### src/source/subsys_pkg.sv
`default_nettype none

package subsys_pkg;

	// ------------------------------
	// widths and counts
	// ------------------------------

	// word address on both Avalon master ports
	localparam int ADDR_W = 32;
	localparam int DATA_W = 32;
	// copy length in words, so one copy moves 1 to 255 words
	localparam int LEN_W = 8;
	// one edge lane per external control bit
	localparam int PIO_W = 4;

	typedef logic [ADDR_W-1:0] addr_t;
	typedef logic [DATA_W-1:0] data_t;
	typedef logic [LEN_W-1:0]  len_t;
	typedef logic [PIO_W-1:0]  pio_t;

	// ------------------------------
	// FSM encodings
	// ------------------------------

	// read master walks read, wait-for-data and hold-word once per word
	localparam logic [1:0] RD_IDLE = 2'd0;
	localparam logic [1:0] RD_READ = 2'd1;
	localparam logic [1:0] RD_WAIT = 2'd2;
	localparam logic [1:0] RD_HOLD = 2'd3;

	localparam logic [1:0] WR_IDLE  = 2'd0;
	localparam logic [1:0] WR_WORD  = 2'd1;
	localparam logic [1:0] WR_WRITE = 2'd2;

endpackage

`default_nettype wire
### src/source/copy_read_master.sv
`timescale 1ns/1ns
`default_nettype none

module copy_read_master
	import subsys_pkg::*;
(
	input  logic  clk,
	input  logic  rst,
	input  logic  start,
	input  addr_t src,
	input  addr_t dst,
	input  len_t  len,
	output logic  busy,
	output addr_t rd_address,
	output logic  rd_read,
	input  logic  rd_waitrequest,
	input  data_t rd_readdata,
	input  logic  rd_readdatavalid,
	output logic  word_valid,
	input  logic  word_ready,
	output data_t word_data,
	output logic  wr_start,
	output addr_t wr_dst,
	output len_t  wr_len,
	input  logic  copy_done
);

	logic [1:0] state;
	logic       busy_q;
	logic       start_ok;
	logic       word_xfer;
	addr_t      addr;
	len_t       remaining;

	// a start while a copy is running is dropped
	assign start_ok = start && !busy;
	// busy already reads low in the cycle that copy_done pulses
	assign busy = busy_q && !copy_done;
	assign word_xfer = word_valid && word_ready;

	assign rd_read = (state == RD_READ);
	assign rd_address = addr;
	assign word_valid = (state == RD_HOLD);

	always_ff @(posedge clk)
	begin
		if (rst)
		begin
			state <= RD_IDLE;
			busy_q <= 1'b0;
			wr_start <= 1'b0;
		end
		else
		begin
			wr_start <= start_ok;
			if (start_ok)
				busy_q <= 1'b1;
			else if (copy_done)
				busy_q <= 1'b0;

			case (state)
				RD_IDLE:
					if (start_ok)
						state <= RD_READ;
				RD_READ:
					if (!rd_waitrequest)
						state <= RD_WAIT;
				RD_WAIT:
					if (rd_readdatavalid)
						state <= RD_HOLD;
				default:
				begin
					// the next read waits until this word has left on the stream
					if (word_xfer)
						state <= (remaining == len_t'(1)) ? RD_IDLE : RD_READ;
				end
			endcase
		end
	end

	always_ff @(posedge clk)
	begin
		if (start_ok)
		begin
			addr <= src;
			remaining <= len;
			wr_dst <= dst;
			wr_len <= len;
		end
		else if (word_xfer)
		begin
			addr <= addr + addr_t'(1);
			remaining <= remaining - len_t'(1);
		end
		if (state == RD_WAIT && rd_readdatavalid)
			word_data <= rd_readdata;
	end

	a_read_in_copy: assert property (@(posedge clk) disable iff (rst)
		$rose(rd_read) || $rose(word_valid) |-> busy);

	// only one read is ever outstanding, so data may arrive only while waiting
	a_no_stray_data: assert property (@(posedge clk) disable iff (rst)
		rd_readdatavalid |-> state == RD_WAIT);

endmodule

`default_nettype wire

### src/source/copy_write_master.sv
`timescale 1ns/1ns
`default_nettype none

module copy_write_master
	import subsys_pkg::*;
(
	input  logic  clk,
	input  logic  rst,
	input  logic  wr_start,
	input  addr_t wr_dst,
	input  len_t  wr_len,
	input  logic  word_valid,
	output logic  word_ready,
	input  data_t word_data,
	output addr_t wr_address,
	output logic  wr_write,
	output data_t wr_writedata,
	input  logic  wr_waitrequest,
	output logic  copy_done
);

	logic [1:0] state;
	logic       wr_accept;
	addr_t      addr;
	len_t       remaining;

	assign word_ready = (state == WR_WORD);
	assign wr_write = (state == WR_WRITE);
	assign wr_address = addr;
	assign wr_accept = wr_write && !wr_waitrequest;

	always_ff @(posedge clk)
	begin
		if (rst)
		begin
			state <= WR_IDLE;
			copy_done <= 1'b0;
		end
		else
		begin
			// one cycle pulse after the write that empties the count
			copy_done <= wr_accept && (remaining == len_t'(1));
			case (state)
				WR_IDLE:
					if (wr_start)
						state <= WR_WORD;
				WR_WORD:
					if (word_valid)
						state <= WR_WRITE;
				default:
					if (wr_accept)
						state <= (remaining == len_t'(1)) ? WR_IDLE : WR_WORD;
			endcase
		end
	end

	always_ff @(posedge clk)
	begin
		if (wr_start)
		begin
			addr <= wr_dst;
			remaining <= wr_len;
		end
		else if (wr_accept)
		begin
			addr <= addr + addr_t'(1);
			remaining <= remaining - len_t'(1);
		end
		if (word_valid && word_ready)
			wr_writedata <= word_data;
	end

	// the slave may stall a write for many cycles and the command must not move
	a_write_held: assert property (@(posedge clk) disable iff (rst)
		wr_write && wr_waitrequest |=> $stable(wr_address) && $stable(wr_writedata));

endmodule

`default_nettype wire

### src/source/irq_collector.sv
`timescale 1ns/1ns
`default_nettype none

module irq_collector
	import subsys_pkg::*;
(
	input  logic clk,
	input  logic rst,
	input  pio_t captured,
	input  pio_t irq_mask,
	input  logic copy_done,
	input  logic done_clear,
	output logic irq
);

	logic done_flag;
	logic pio_pending;

	// only lanes enabled in the mask take part
	assign pio_pending = |(captured & irq_mask);

	// ------------------------------
	// sticky copy done flag
	// ------------------------------

	always_ff @(posedge clk)
	begin
		if (rst)
			done_flag <= 1'b0;
		else if (copy_done)
			done_flag <= 1'b1;
		else if (done_clear)
			done_flag <= 1'b0;
	end

	// ------------------------------
	// interrupt line
	// ------------------------------

	always_ff @(posedge clk)
	begin
		if (rst)
			irq <= 1'b0;
		else
			irq <= pio_pending || done_flag;
	end

	// the write master marks each finished copy with a single cycle pulse
	a_done_pulse: assert property (@(posedge clk) disable iff (rst)
		copy_done |=> !copy_done);

endmodule

`default_nettype wire

### src/source/nios_base_subsys.sv
`timescale 1ns/1ns
`default_nettype none

module nios_base_subsys
	import subsys_pkg::*;
(
	input  logic  clk,
	input  logic  rst,

	input  logic  start,
	input  addr_t src,
	input  addr_t dst,
	input  len_t  len,
	output logic  busy,
	input  logic  done_clear,

	output addr_t rd_address,
	output logic  rd_read,
	input  logic  rd_waitrequest,
	input  data_t rd_readdata,
	input  logic  rd_readdatavalid,

	output addr_t wr_address,
	output logic  wr_write,
	output data_t wr_writedata,
	input  logic  wr_waitrequest,

	input  pio_t  ext_ctrl_in,
	output pio_t  capture,
	input  pio_t  capture_clear,
	input  pio_t  irq_mask,
	output logic  irq
);

	// stream between the two masters
	logic  word_valid;
	logic  word_ready;
	data_t word_data;

	logic  wr_start;
	addr_t wr_dst;
	len_t  wr_len;
	logic  copy_done;
	pio_t  sync_in;

	// ------------------------------
	// copy engine
	// ------------------------------

	copy_read_master u_copy_read_master (
		.clk              (clk),
		.rst              (rst),
		.start            (start),
		.src              (src),
		.dst              (dst),
		.len              (len),
		.busy             (busy),
		.rd_address       (rd_address),
		.rd_read          (rd_read),
		.rd_waitrequest   (rd_waitrequest),
		.rd_readdata      (rd_readdata),
		.rd_readdatavalid (rd_readdatavalid),
		.word_valid       (word_valid),
		.word_ready       (word_ready),
		.word_data        (word_data),
		.wr_start         (wr_start),
		.wr_dst           (wr_dst),
		.wr_len           (wr_len),
		.copy_done        (copy_done)
	);

	copy_write_master u_copy_write_master (
		.clk            (clk),
		.rst            (rst),
		.wr_start       (wr_start),
		.wr_dst         (wr_dst),
		.wr_len         (wr_len),
		.word_valid     (word_valid),
		.word_ready     (word_ready),
		.word_data      (word_data),
		.wr_address     (wr_address),
		.wr_write       (wr_write),
		.wr_writedata   (wr_writedata),
		.wr_waitrequest (wr_waitrequest),
		.copy_done      (copy_done)
	);

	// ------------------------------
	// control input and interrupt
	// ------------------------------

	pio_input_sync u_pio_input_sync (
		.clk         (clk),
		.rst         (rst),
		.ext_ctrl_in (ext_ctrl_in),
		.sync_in     (sync_in)
	);

	for (genvar i = 0; i < PIO_W; i++)
	begin : g_lane
		pio_edge_lane u_lane (
			.clk      (clk),
			.rst      (rst),
			.bit_in   (sync_in[i]),
			.clear    (capture_clear[i]),
			.captured (capture[i])
		);
	end

	irq_collector u_irq_collector (
		.clk        (clk),
		.rst        (rst),
		.captured   (capture),
		.irq_mask   (irq_mask),
		.copy_done  (copy_done),
		.done_clear (done_clear),
		.irq        (irq)
	);

endmodule

`default_nettype wire

### src/source/pio_edge_lane.sv
`timescale 1ns/1ns
`default_nettype none

module pio_edge_lane
(
	input  logic clk,
	input  logic rst,
	input  logic bit_in,
	input  logic clear,
	output logic captured
);

	logic prev;
	logic rise;

	// a 0 to 1 step against the value seen one cycle earlier
	assign rise = bit_in && !prev;

	always_ff @(posedge clk)
	begin
		if (rst)
		begin
			prev <= 1'b0;
			captured <= 1'b0;
		end
		else
		begin
			prev <= bit_in;
			// a fresh edge beats a clear in the same cycle
			if (rise)
				captured <= 1'b1;
			else if (clear)
				captured <= 1'b0;
		end
	end

endmodule

`default_nettype wire

### src/source/pio_input_sync.sv
`timescale 1ns/1ns
`default_nettype none

module pio_input_sync
	import subsys_pkg::*;
(
	input  logic clk,
	input  logic rst,
	input  pio_t ext_ctrl_in,
	output pio_t sync_in
);

	// ------------------------------
	// two flop synchronizer
	// ------------------------------

	// ext_ctrl_in comes from outside the clock domain
	pio_t meta;
	pio_t stable;

	always_ff @(posedge clk)
	begin
		if (rst)
		begin
			meta <= '0;
			stable <= '0;
		end
		else
		begin
			meta <= ext_ctrl_in;
			stable <= meta;
		end
	end

	// every edge lane reads from this one copy
	assign sync_in = stable;

endmodule

`default_nettype wire

### config.mk
export PLATFORM = sky130hd
export DESIGN_NAME = nios_base_subsys
export DESIGN_NICKNAME = d
export VERILOG_FILES = /design/src/source/subsys_pkg.sv /design/src/source/copy_read_master.sv /design/src/source/copy_write_master.sv /design/src/source/irq_collector.sv /design/src/source/nios_base_subsys.sv /design/src/source/pio_edge_lane.sv /design/src/source/pio_input_sync.sv
export SDC_FILE = /design/constraint.sdc
export NUM_CORES = 1
export LEC_CHECK = 0
export BUFFER_PORTS_ARGS = -buffer_cell sky130_fd_sc_hd__buf_2
export CAP_MARGIN = 0
export CORE_UTILIZATION = 48
export DETAILED_ROUTE_END_ITERATION = 8
export PLACE_DENSITY = 0.76
export SYNTH_ARGS = -nofsm -noshare
export SYNTH_HDL_FRONTEND = slang
export SYNTH_HIERARCHICAL = 1
export SYNTH_SLANG_ARGS = --single-unit
export TNS_END_PERCENT = 5
### constraint.sdc
create_clock -name clk -period 2.62 [get_ports clk]
set_clock_uncertainty 0.2 [all_clocks]
set_input_delay 0.524 -clock clk [delete_from_list [all_inputs] [get_ports clk]]
set_output_delay 0.524 -clock clk [all_outputs]
set_load 0.005 [all_outputs]
== After elaboration in Yosys (flattened, before gate mapping) ==
Cells that the tools add are included.
Storage, ports and cells
  register bits after elaboration: 209
  bits of input ports: 123
  output and inout bits: 104
  word-level logic and storage cells: 106
Operators by class
  add/subtract/negate cells: 4
  equal/unequal tests: 12
  multiplexer cells: 31
  bitwise gates (word level): 1
  reductions and logical operators: 33
Operators with widths (number)
  $mux W32: 4
  $add A32 B1 Y32 const B: 2
  $mux W8: 4
  $eq A8 B1 Y1 const B: 2
  $reduce_bool A2 Y1: 8
  $sub A8 B1 Y8 const B: 2
  $mux W1: 14
  $mux W2: 7
  $logic_and A1 B1 Y1: 10
  $logic_not A1 Y1: 7
  $eq A2 B2 Y1 const B: 3
  $ne A2 B2 Y1 const B: 3
  $pmux W2 S3: 1
  $and A4 B4 Y4: 1
  $eq A2 B1 Y1 const B: 2
  $logic_not A2 Y1: 2
  $ne A2 B1 Y1 const B: 2
  $pmux W2 S2: 1
  $reduce_and A4 Y1: 1
  $reduce_bool A4 Y1: 1
  $reduce_or A4 Y1: 1
  $reduce_and A3 Y1: 1
  $reduce_bool A3 Y1: 1
  $logic_or A1 B1 Y1: 1

== Longest topological paths before layout ==
Gate-level depths: netlist (run 1).
  depth after elaboration: 6
  depth in mapped cells: 8
  mapped depth without buffers: 7

== Hierarchy ==
The synthesis (run 1) kept the hierarchy.
Modules (own cells, without submodules)
  copy_read_master: instances 1, cells each 348, area each 4839.6 um^2, seq. area each 3443.3 um^2
  copy_write_master: instances 1, cells each 306, area each 3549.7 um^2, seq. area each 2222.1 um^2
  pio_edge_lane: instances 4, cells each 6, area each 67.6 um^2, seq. area each 40.0 um^2
  pio_input_sync: instances 1, cells each 16, area each 210.2 um^2, seq. area each 160.2 um^2
  irq_collector: instances 1, cells each 8, area each 75.1 um^2, seq. area each 40.0 um^2

== Least setup slack after synthesis (run 1) ==
No wires, ideal clock.
  path type: input -> register
  start: input port start
  end: register u_copy_read_master.wr_dst[0] (enable)
  setup time: 0.420 ns
  arrival time: 2.118 ns
  required time: 2.000 ns
  path slack: -0.118 ns
  stages on the path: 4
  buffers on the path: 2
  cell sequence: nand2b_1 > buf_2 > inv_1 > clkbuf_1
On the way
  longest elaborated chain between the ends: 1
RTL lines
  start: declaration: line nios_base_subsys.sv:10  | input logic start,
  $logic_and A1 B1 Y1: line copy_read_master.sv:36  | assign start_ok = start && !busy;
  net u_copy_read_master.start_ok: line copy_read_master.sv:30  | logic start_ok;
  end signal: assignment: line copy_read_master.sv:87  | wr_dst <= dst;
  end: declaration: line copy_read_master.sv:23  | output addr_t wr_dst,
The timed path passes the listed nets, and every way through them passes these cells.
A chain may end at the register's enable or synchronous reset.

== Worst setup path in the final report (run 1) ==
  start: register u_copy_write_master.addr[0] (netlist: u_copy_write_master/wr_address[0])
  end: register u_copy_write_master.addr[30] (netlist: u_copy_write_master/wr_address[30]) (data pin)
On the way
  longest elaborated chain between the ends: 3
RTL lines
  start: declaration: line copy_write_master.sv:24  | addr_t addr;
  start signal: assignment: line copy_write_master.sv:61  | addr <= wr_dst;
  start signal: assignment: line copy_write_master.sv:66  | addr <= addr + addr_t'(1);
  $add A32 B1 Y32: line copy_write_master.sv:66
  $mux W32: line copy_write_master.sv:64  | else if (wr_accept)
  $mux W32: line copy_write_master.sv:59  | if (wr_start)
No other way between the ends. The select of a mux whose other input is x is not followed.

==> results of run 1 <==
==> flip-flops by register name (all words and copies together), names as in the netlist, 8 cells and up <==
name                              count
u_copy_write_master/remaining         8
u_copy_read_master/wr_dst            32
u_copy_read_master/rd_address        32
u_copy_write_master/wr_writedata     32
u_copy_write_master/wr_address       32
u_copy_read_master/remaining          8
u_copy_read_master/word_data         32
u_copy_read_master/wr_len             8
==> cell usage in the layout (no fill, tap or decap), drive strengths merged, types with 16 or more instances in the layout <==
cell type / n
dlygate4sd3: 50
a21oi: 16
nor3: 20
dfxtp: 25
nor2: 40
nand4: 16
o21ai: 62
edfxtp: 184
buf: 238
nand3: 22
nor2b: 16
inv: 21
xnor2: 40
clkbuf: 31
nand2: 90
==> final cells by class <==
class / count / share of cell area
Multi-Input combinational cell: 443 / 0.233
Sequential cell: 209 / 0.518
Inverter: 22 / 0.00721
Tap cell: 229 / 0.0246
Timing Repair Buffer: 288 / 0.151
Clock inverter: 10 / 0.00947
Antenna cell: 1 / 0.000215
Clock buffer: 31 / 0.0555
==> routing by layer <==
metal  global-route usage  up-vias  routed length, um  share of wire
met5                    0        -                  0              0
met4               0.0627        0                526          0.027
met3               0.0436       44               1280          0.066
li1                     -     3142                  -              -
met2                0.352      209               9720           0.50
met1                0.249     3020               7930           0.41
==> how the worst max path moves through the flow <==
stage | depth (start not counted) | end | slack (ps) | from
final | 5 | u_copy_write_master/wr_address[30] | 150 | u_copy_write_master/wr_address[0]
after detailed placement | 5 | u_copy_write_master/wr_address[28] | 160 | u_copy_write_master/wr_address[0]
after global routing | 5 | u_copy_write_master/wr_address[28] | 10 | u_copy_write_master/wr_address[0]
after global placement | 5 | u_copy_write_master/wr_address[28] | 220 | u_copy_write_master/wr_address[0]
after CTS | 5 | u_copy_write_master/wr_address[28] | 170 | u_copy_write_master/wr_address[0]
after floorplan | 3 | u_copy_write_master/wr_writedata[0] | -8 | u_copy_read_master/state[0]
==> cell usage after synthesis (8+ instances only) <==
| cell | n |
|---|---|
| o21ai_1 | 12 |
| a31oi_1 | 15 |
| edfxtp_1 | 184 |
| nand2_1 | 90 |
| nor4_1 | 9 |
| clkbuf_1 | 20 |
| nor3_2 | 8 |
| xnor2_1 | 40 |
| or4_1 | 10 |
| nand2b_1 | 10 |
| a21oi_1 | 12 |
| o21ai_0 | 50 |
| inv_1 | 22 |
| nor3_1 | 11 |
| nor2b_1 | 16 |
| xor2_1 | 15 |
| nand4_1 | 13 |
| dfxtp_1 | 25 |
| nand3_1 | 20 |
| nor2_1 | 40 |
| ha_1 | 11 |
==> cell families (layout without fill, tap and decap cells) <==
logic type | after synthesis | in the layout | share of synthesized area
AO/OA/AOI/OAI | 109 | 109 | 0.0699
AND/OR/NAND/NOR | 266 | 266 | 0.161
flip-flops | 209 | 209 | 0.674
other | 0 | 1 | 0
multiplexers | 2 | 2 | 0.00238
adder cells (fa/ha/maj) | 11 | 11 | 0.0154
XOR/XNOR | 55 | 55 | 0.0539
buffers and inverters | 50 | 351 | 0.0241
==> power by group <==
group          internal [mW]  switching, mW  total, mW
Sequential              3.88          0.132       4.01
Combinational          0.344          0.381      0.726
Clock                   1.93           1.24       3.16
Total                   6.15           1.75       7.90
==> metrics by stage <==
step	utilization	setup TNS (ps)
2_1_floorplan	-	-266
3_3_place_gp	0.573	0
3_5_place_dp	0.573	0
4_1_cts	0.642	0
5_1_grt	0.643	0
6_report	0.643	0
==> what timing repair did <==
item,in CTS,in global routing
hold buffers,48,2
hold endpoints to repair,48,2
setup endpoints to repair,0,0
==> results.yml, run 1 <==
run_status:
  status: "finished with violations"
  violations: "DRC"
clocking:
  numCtsBuffers: 23
  cts-resized-gates: 0
  clockBufferDepth: 3
  cts.sinks: 209
  cts_max_level: 1
  clkSlewWorstSetupHoldPaths_ps: 60
  clk_latency_ps: 490
  cts_tree: "yes"
  cts_root_buf: "clkbuf_16"
  cts_setup_buffers: 0
setup_path:
  worst-r2r-setup-slack_ps: 150
  reg2reg_from: "u_copy_write_master/wr_address[0]"
  path_buf_inv: 0
  endpoint_kind: "register"
  worstPathArrival_ps: 2610
  critical-path-top-delay-family: "simple AND/OR/NAND/NOR gates"
  r2r_cells: 5
  worstPathCellList: "ha_1 -> nand4_2 -> or4_4 -> or4_1 -> a31oi_1"
  worstPathRequired_ps: 2770
  regToRegEndpoint: "u_copy_write_master/wr_address[30]"
  slowest_stage: "or4_4"
  startpoint_type: "register"
  path_class: "register to register"
  slowest_delay_ps: 630
  worstPathMaxFanout: 15
cells_and_area:
  seq_area_um2: 6030
  finalNonFillerCells: 1233
  area_growth_pct: 30.0
  multi_input_area_um2: 2710
  layout-drive-gt1-share: 0.301
  nets: 1121
  fill_cells: 1369
  fin_area_um2: 11600
power:
  power-per-cell-area_nw_per_um2: 679
  leakagePower_nw: 4.31
  total_power_mw: 7.90
  ir_worst_vdd_uv: 488
detailed_routing:
  vias_per_cell: 5.20
  drtPass1Iterations: 9
  first_iter_violations: 367
  vias: 6415
  wl_per_cell_um: 15.8
  ant_nets: 0
  route.detailed.drc: 24
  routed_wirelength_mm: 19.5
sta:
  period_needed_ps: 2470
  grt_setup_unrepaired: "false"
  slew_headroom: 0.694
  fin_ws_ps: 155
  fmax_ghz: 0.406
  drv_slew: 0
  finalHoldViolations: 0
  setup_viol: 0
  fin_crit_sh: 0.941
  hold_ws_ps: 17.0
  worst_pin_slew_ps: 448
synth:
  synth_warnings: 6
  yosys.area.top_type_share: 0.618
  async_reset_ff_frac: 0
  synth_fp_nets: 836
  synth_edf_count: 184
  syn_inst: 702
  synth_ff_type: "edfxtp_1"
  syn_area_um2: 8940
  ys_seq_elements: 209
  yosysSeqAreaShare: 0.674
  ys_types: 51
  synth.avg_cell_area_um2: 12.7
  synth_area_leaders: "edfxtp_1 (62%), dfxtp_1 (5.6%), xnor2_1 (3.9%), nand2_1 (3.8%), o21ai_0 (2.8%)"
  yosysTopAreaCell: "edfxtp_1"
floorplanning:
  fp.coreArea_um2: 18100
  rows: 49
  fp.dieH_um: 139
  io_pins: 227
  dieArea_um2: 19200
  start_util: 0.495
  dieWidth_um: 139
placement:
  place_ws_ps: 165
  io_buffers: 226
  dp_cells: 1141
  gp_congestion: 0.805
  placed_area_um2: 10400
  hpwl_mm: 12.6
global_route:
  grt_max_degree: 71
  grt_overflow_total: 0
  grt_use_total: 0.201
  grt_pass1_vias: 6348
  antenna_found_initial: 1
  grt_pass1_wl_mm: 31.3
hold_path:
  worstHoldEndpoint: "u_copy_read_master/word_data[16]"
  min_from: "rd_readdata[16]"
  hp-class: "input port to register"
  whs_path_depth: 1
run:
  drv_cap: 0
No activity file was read; power rests on OpenSTA's default activity.
==> run 2, diff against run 1 <==
--- a/config.mk
+++ b/config.mk
@@ -10,6 +10,7 @@
 export CORE_UTILIZATION = 48
 export DETAILED_ROUTE_END_ITERATION = 8
 export PLACE_DENSITY = 0.76
+export REMOVE_ABC_BUFFERS = 1
 export SYNTH_ARGS = -nofsm -noshare
 export SYNTH_HDL_FRONTEND = slang
 export SYNTH_HIERARCHICAL = 1
==> run 2 against run 1 <==
Effect of this change: the run still ends with DRC left; sequential share of layout area decreased by 0.60 points; first-iteration DRC count down 12%; clock power increased by 3%; critical path depth is the same; power up 1.1%; cell area grew 1.2%; register-to-register slack better by 50 ps; sequential power about the same; clock-buffer cell count shrank 6; via count rose by 0.48%; die area did not move.
==> results.yml, run 2 (synthesis results as in run 1) <==
cells_and_area:
  fin_area_um2: 11800
  area_growth_pct: 31.5
  finish.utilization: 0.650
  layout_common_cells: "buf_2 (226), edfxtp_1 (184), nand2_1 (90)"
  layout-drive-gt1-share: 0.294
  mostFrequentLayoutCell: "buf_2"
  nets: 1134
detailed_routing:
  route.detailed.drc: 16
  first_iter_violations: 324
  wl_met3_mm: 1.02
  vias_per_cell: 5.17
  route.met2.wl_mm: 9.92
  wl_per_cell_um: 15.8
  wl_met1_mm: 8.11
  topRoutingLayerUsed: "met4"
  routed_wirelength_mm: 19.6
  ant_nets: 0
  vias: 6446
  drtPass1Iterations: 7
floorplanning:
  fp.coreArea_um2: 18100
  dieArea_um2: 19200
  io_pins: 227
  rows: 49
  fp.dieH_um: 139
  start_util: 0.495
  dieWidth_um: 139
power:
  power-per-cell-area_nw_per_um2: 679
  leakagePower_nw: 4.37
  ir_worst_vdd_uv: 558
sta:
  fin_crit_sh: 0.922
  finalHoldViolations: 0
  drv_slew: 0
  worst_pin_slew_ps: 495
  setup_viol: 0
  slew_headroom: 0.670
  fmax_ghz: 0.414
  period_needed_ps: 2420
  grt_setup_unrepaired: "false"
setup_path:
  startpoint_type: "register"
  worstPathMaxFanout: 15
  endpoint_kind: "register"
  worstPathRequired_ps: 2760
  path_class: "register to register"
  worstPathArrival_ps: 2560
run_status:
  violations: "DRC"
  status: "finished with violations"
clocking:
  cts_tree: "yes"
  cts_max_level: 1
  cts_root_buf: "clkbuf_16"
  cts.sinks: 209
  clkSlewWorstSetupHoldPaths_ps: 60
  clk_latency_ps: 500
  clockBufferDepth: 3
  numCtsBuffers: 22
  cts_setup_buffers: 0
  cts-resized-gates: 0
run:
  drv_cap: 0
global_route:
  grt_overflow_total: 0
  antenna_found_initial: 2
  grt_use_total: 0.204
  grt_pass1_wl_mm: 31.4
  grt_max_degree: 108
  grt_pass1_vias: 6338
placement:
  hpwl_mm: 12.3
  placed_area_um2: 10400
  gp_congestion: 0.805
  io_buffers: 226
hold_path:
  hp-class: "input port to register"
[run 2: per-layer routing]
metal | GRT usage | up-vias
li1 | - | 3166
met1 | 0.250 | 3041
met2 | 0.360 | 200
met3 | 0.0391 | 39
met4 | 0.0692 | 0
met5 | 0 | -
[run 2: worst max-delay path, stage by stage (launching register included)]
cell and delay (ps):
edfxtp_1 430, ha_1 250, nand4_2 140, or4_4 540, or4_1 530, a31oi_1 170
[run 2: layout make-up]
| class | count | area [um2] |
|---|---|---|
| Clock buffer | 25 | 583 |
| Sequential cell | 209 | 6030 |
| Inverter | 22 | 83.8 |
| Multi-Input combinational cell | 443 | 2710 |
| Tap cell | 229 | 287 |
| Antenna cell | 1 | 2.50 |
| Clock inverter | 15 | 170 |
| Timing Repair Buffer | 302 | 1900 |
| Fill cell | 1327 | 6330 |
[run 2: final timing paths]
check | to | cells after the start | startpoint | slack, ps
max | u_copy_write_master/wr_address[28] | 5 | u_copy_write_master/wr_address[0] | 200
min | u_copy_read_master/wr_len[2] | 1 | len[2] | 20
max reg2reg | u_copy_write_master/wr_address[28] | 5 | u_copy_write_master/wr_address[0] | 200
min reg2reg | u_copy_write_master/wr_writedata[8] | 0 | u_copy_read_master/word_data[8] | 220
[run 2: where the power goes]
group	leakage [nW]	total, mW	switching, mW	internal, mW
Sequential	1.92	4.01	0.136	3.88
Combinational	2.09	0.733	0.376	0.357
Clock	0.372	3.24	1.25	1.99
Total	4.37	7.98	1.76	6.22
[run 2: what timing repair did]
action | CTS | global route
endpoints found under the setup margin | 0 | 2
hold endpoints to repair | 65 | 0
hold buffers | 65 | 0
[run 2: stage by stage]
stage	hold slack [ps]	setup slack, ps	total power [mW]	instances	setup TNS (ps)
CTS	0.983	81.0	8.06	1245	0
detailed placement	205	121	4.73	1140	0
global route	3.57	70.4	8.28	1246	0
global placement	200	186	4.70	1140	0
finish	20.0	204	7.98	1246	0
floorplan	200	-657	4.43	674	-41460
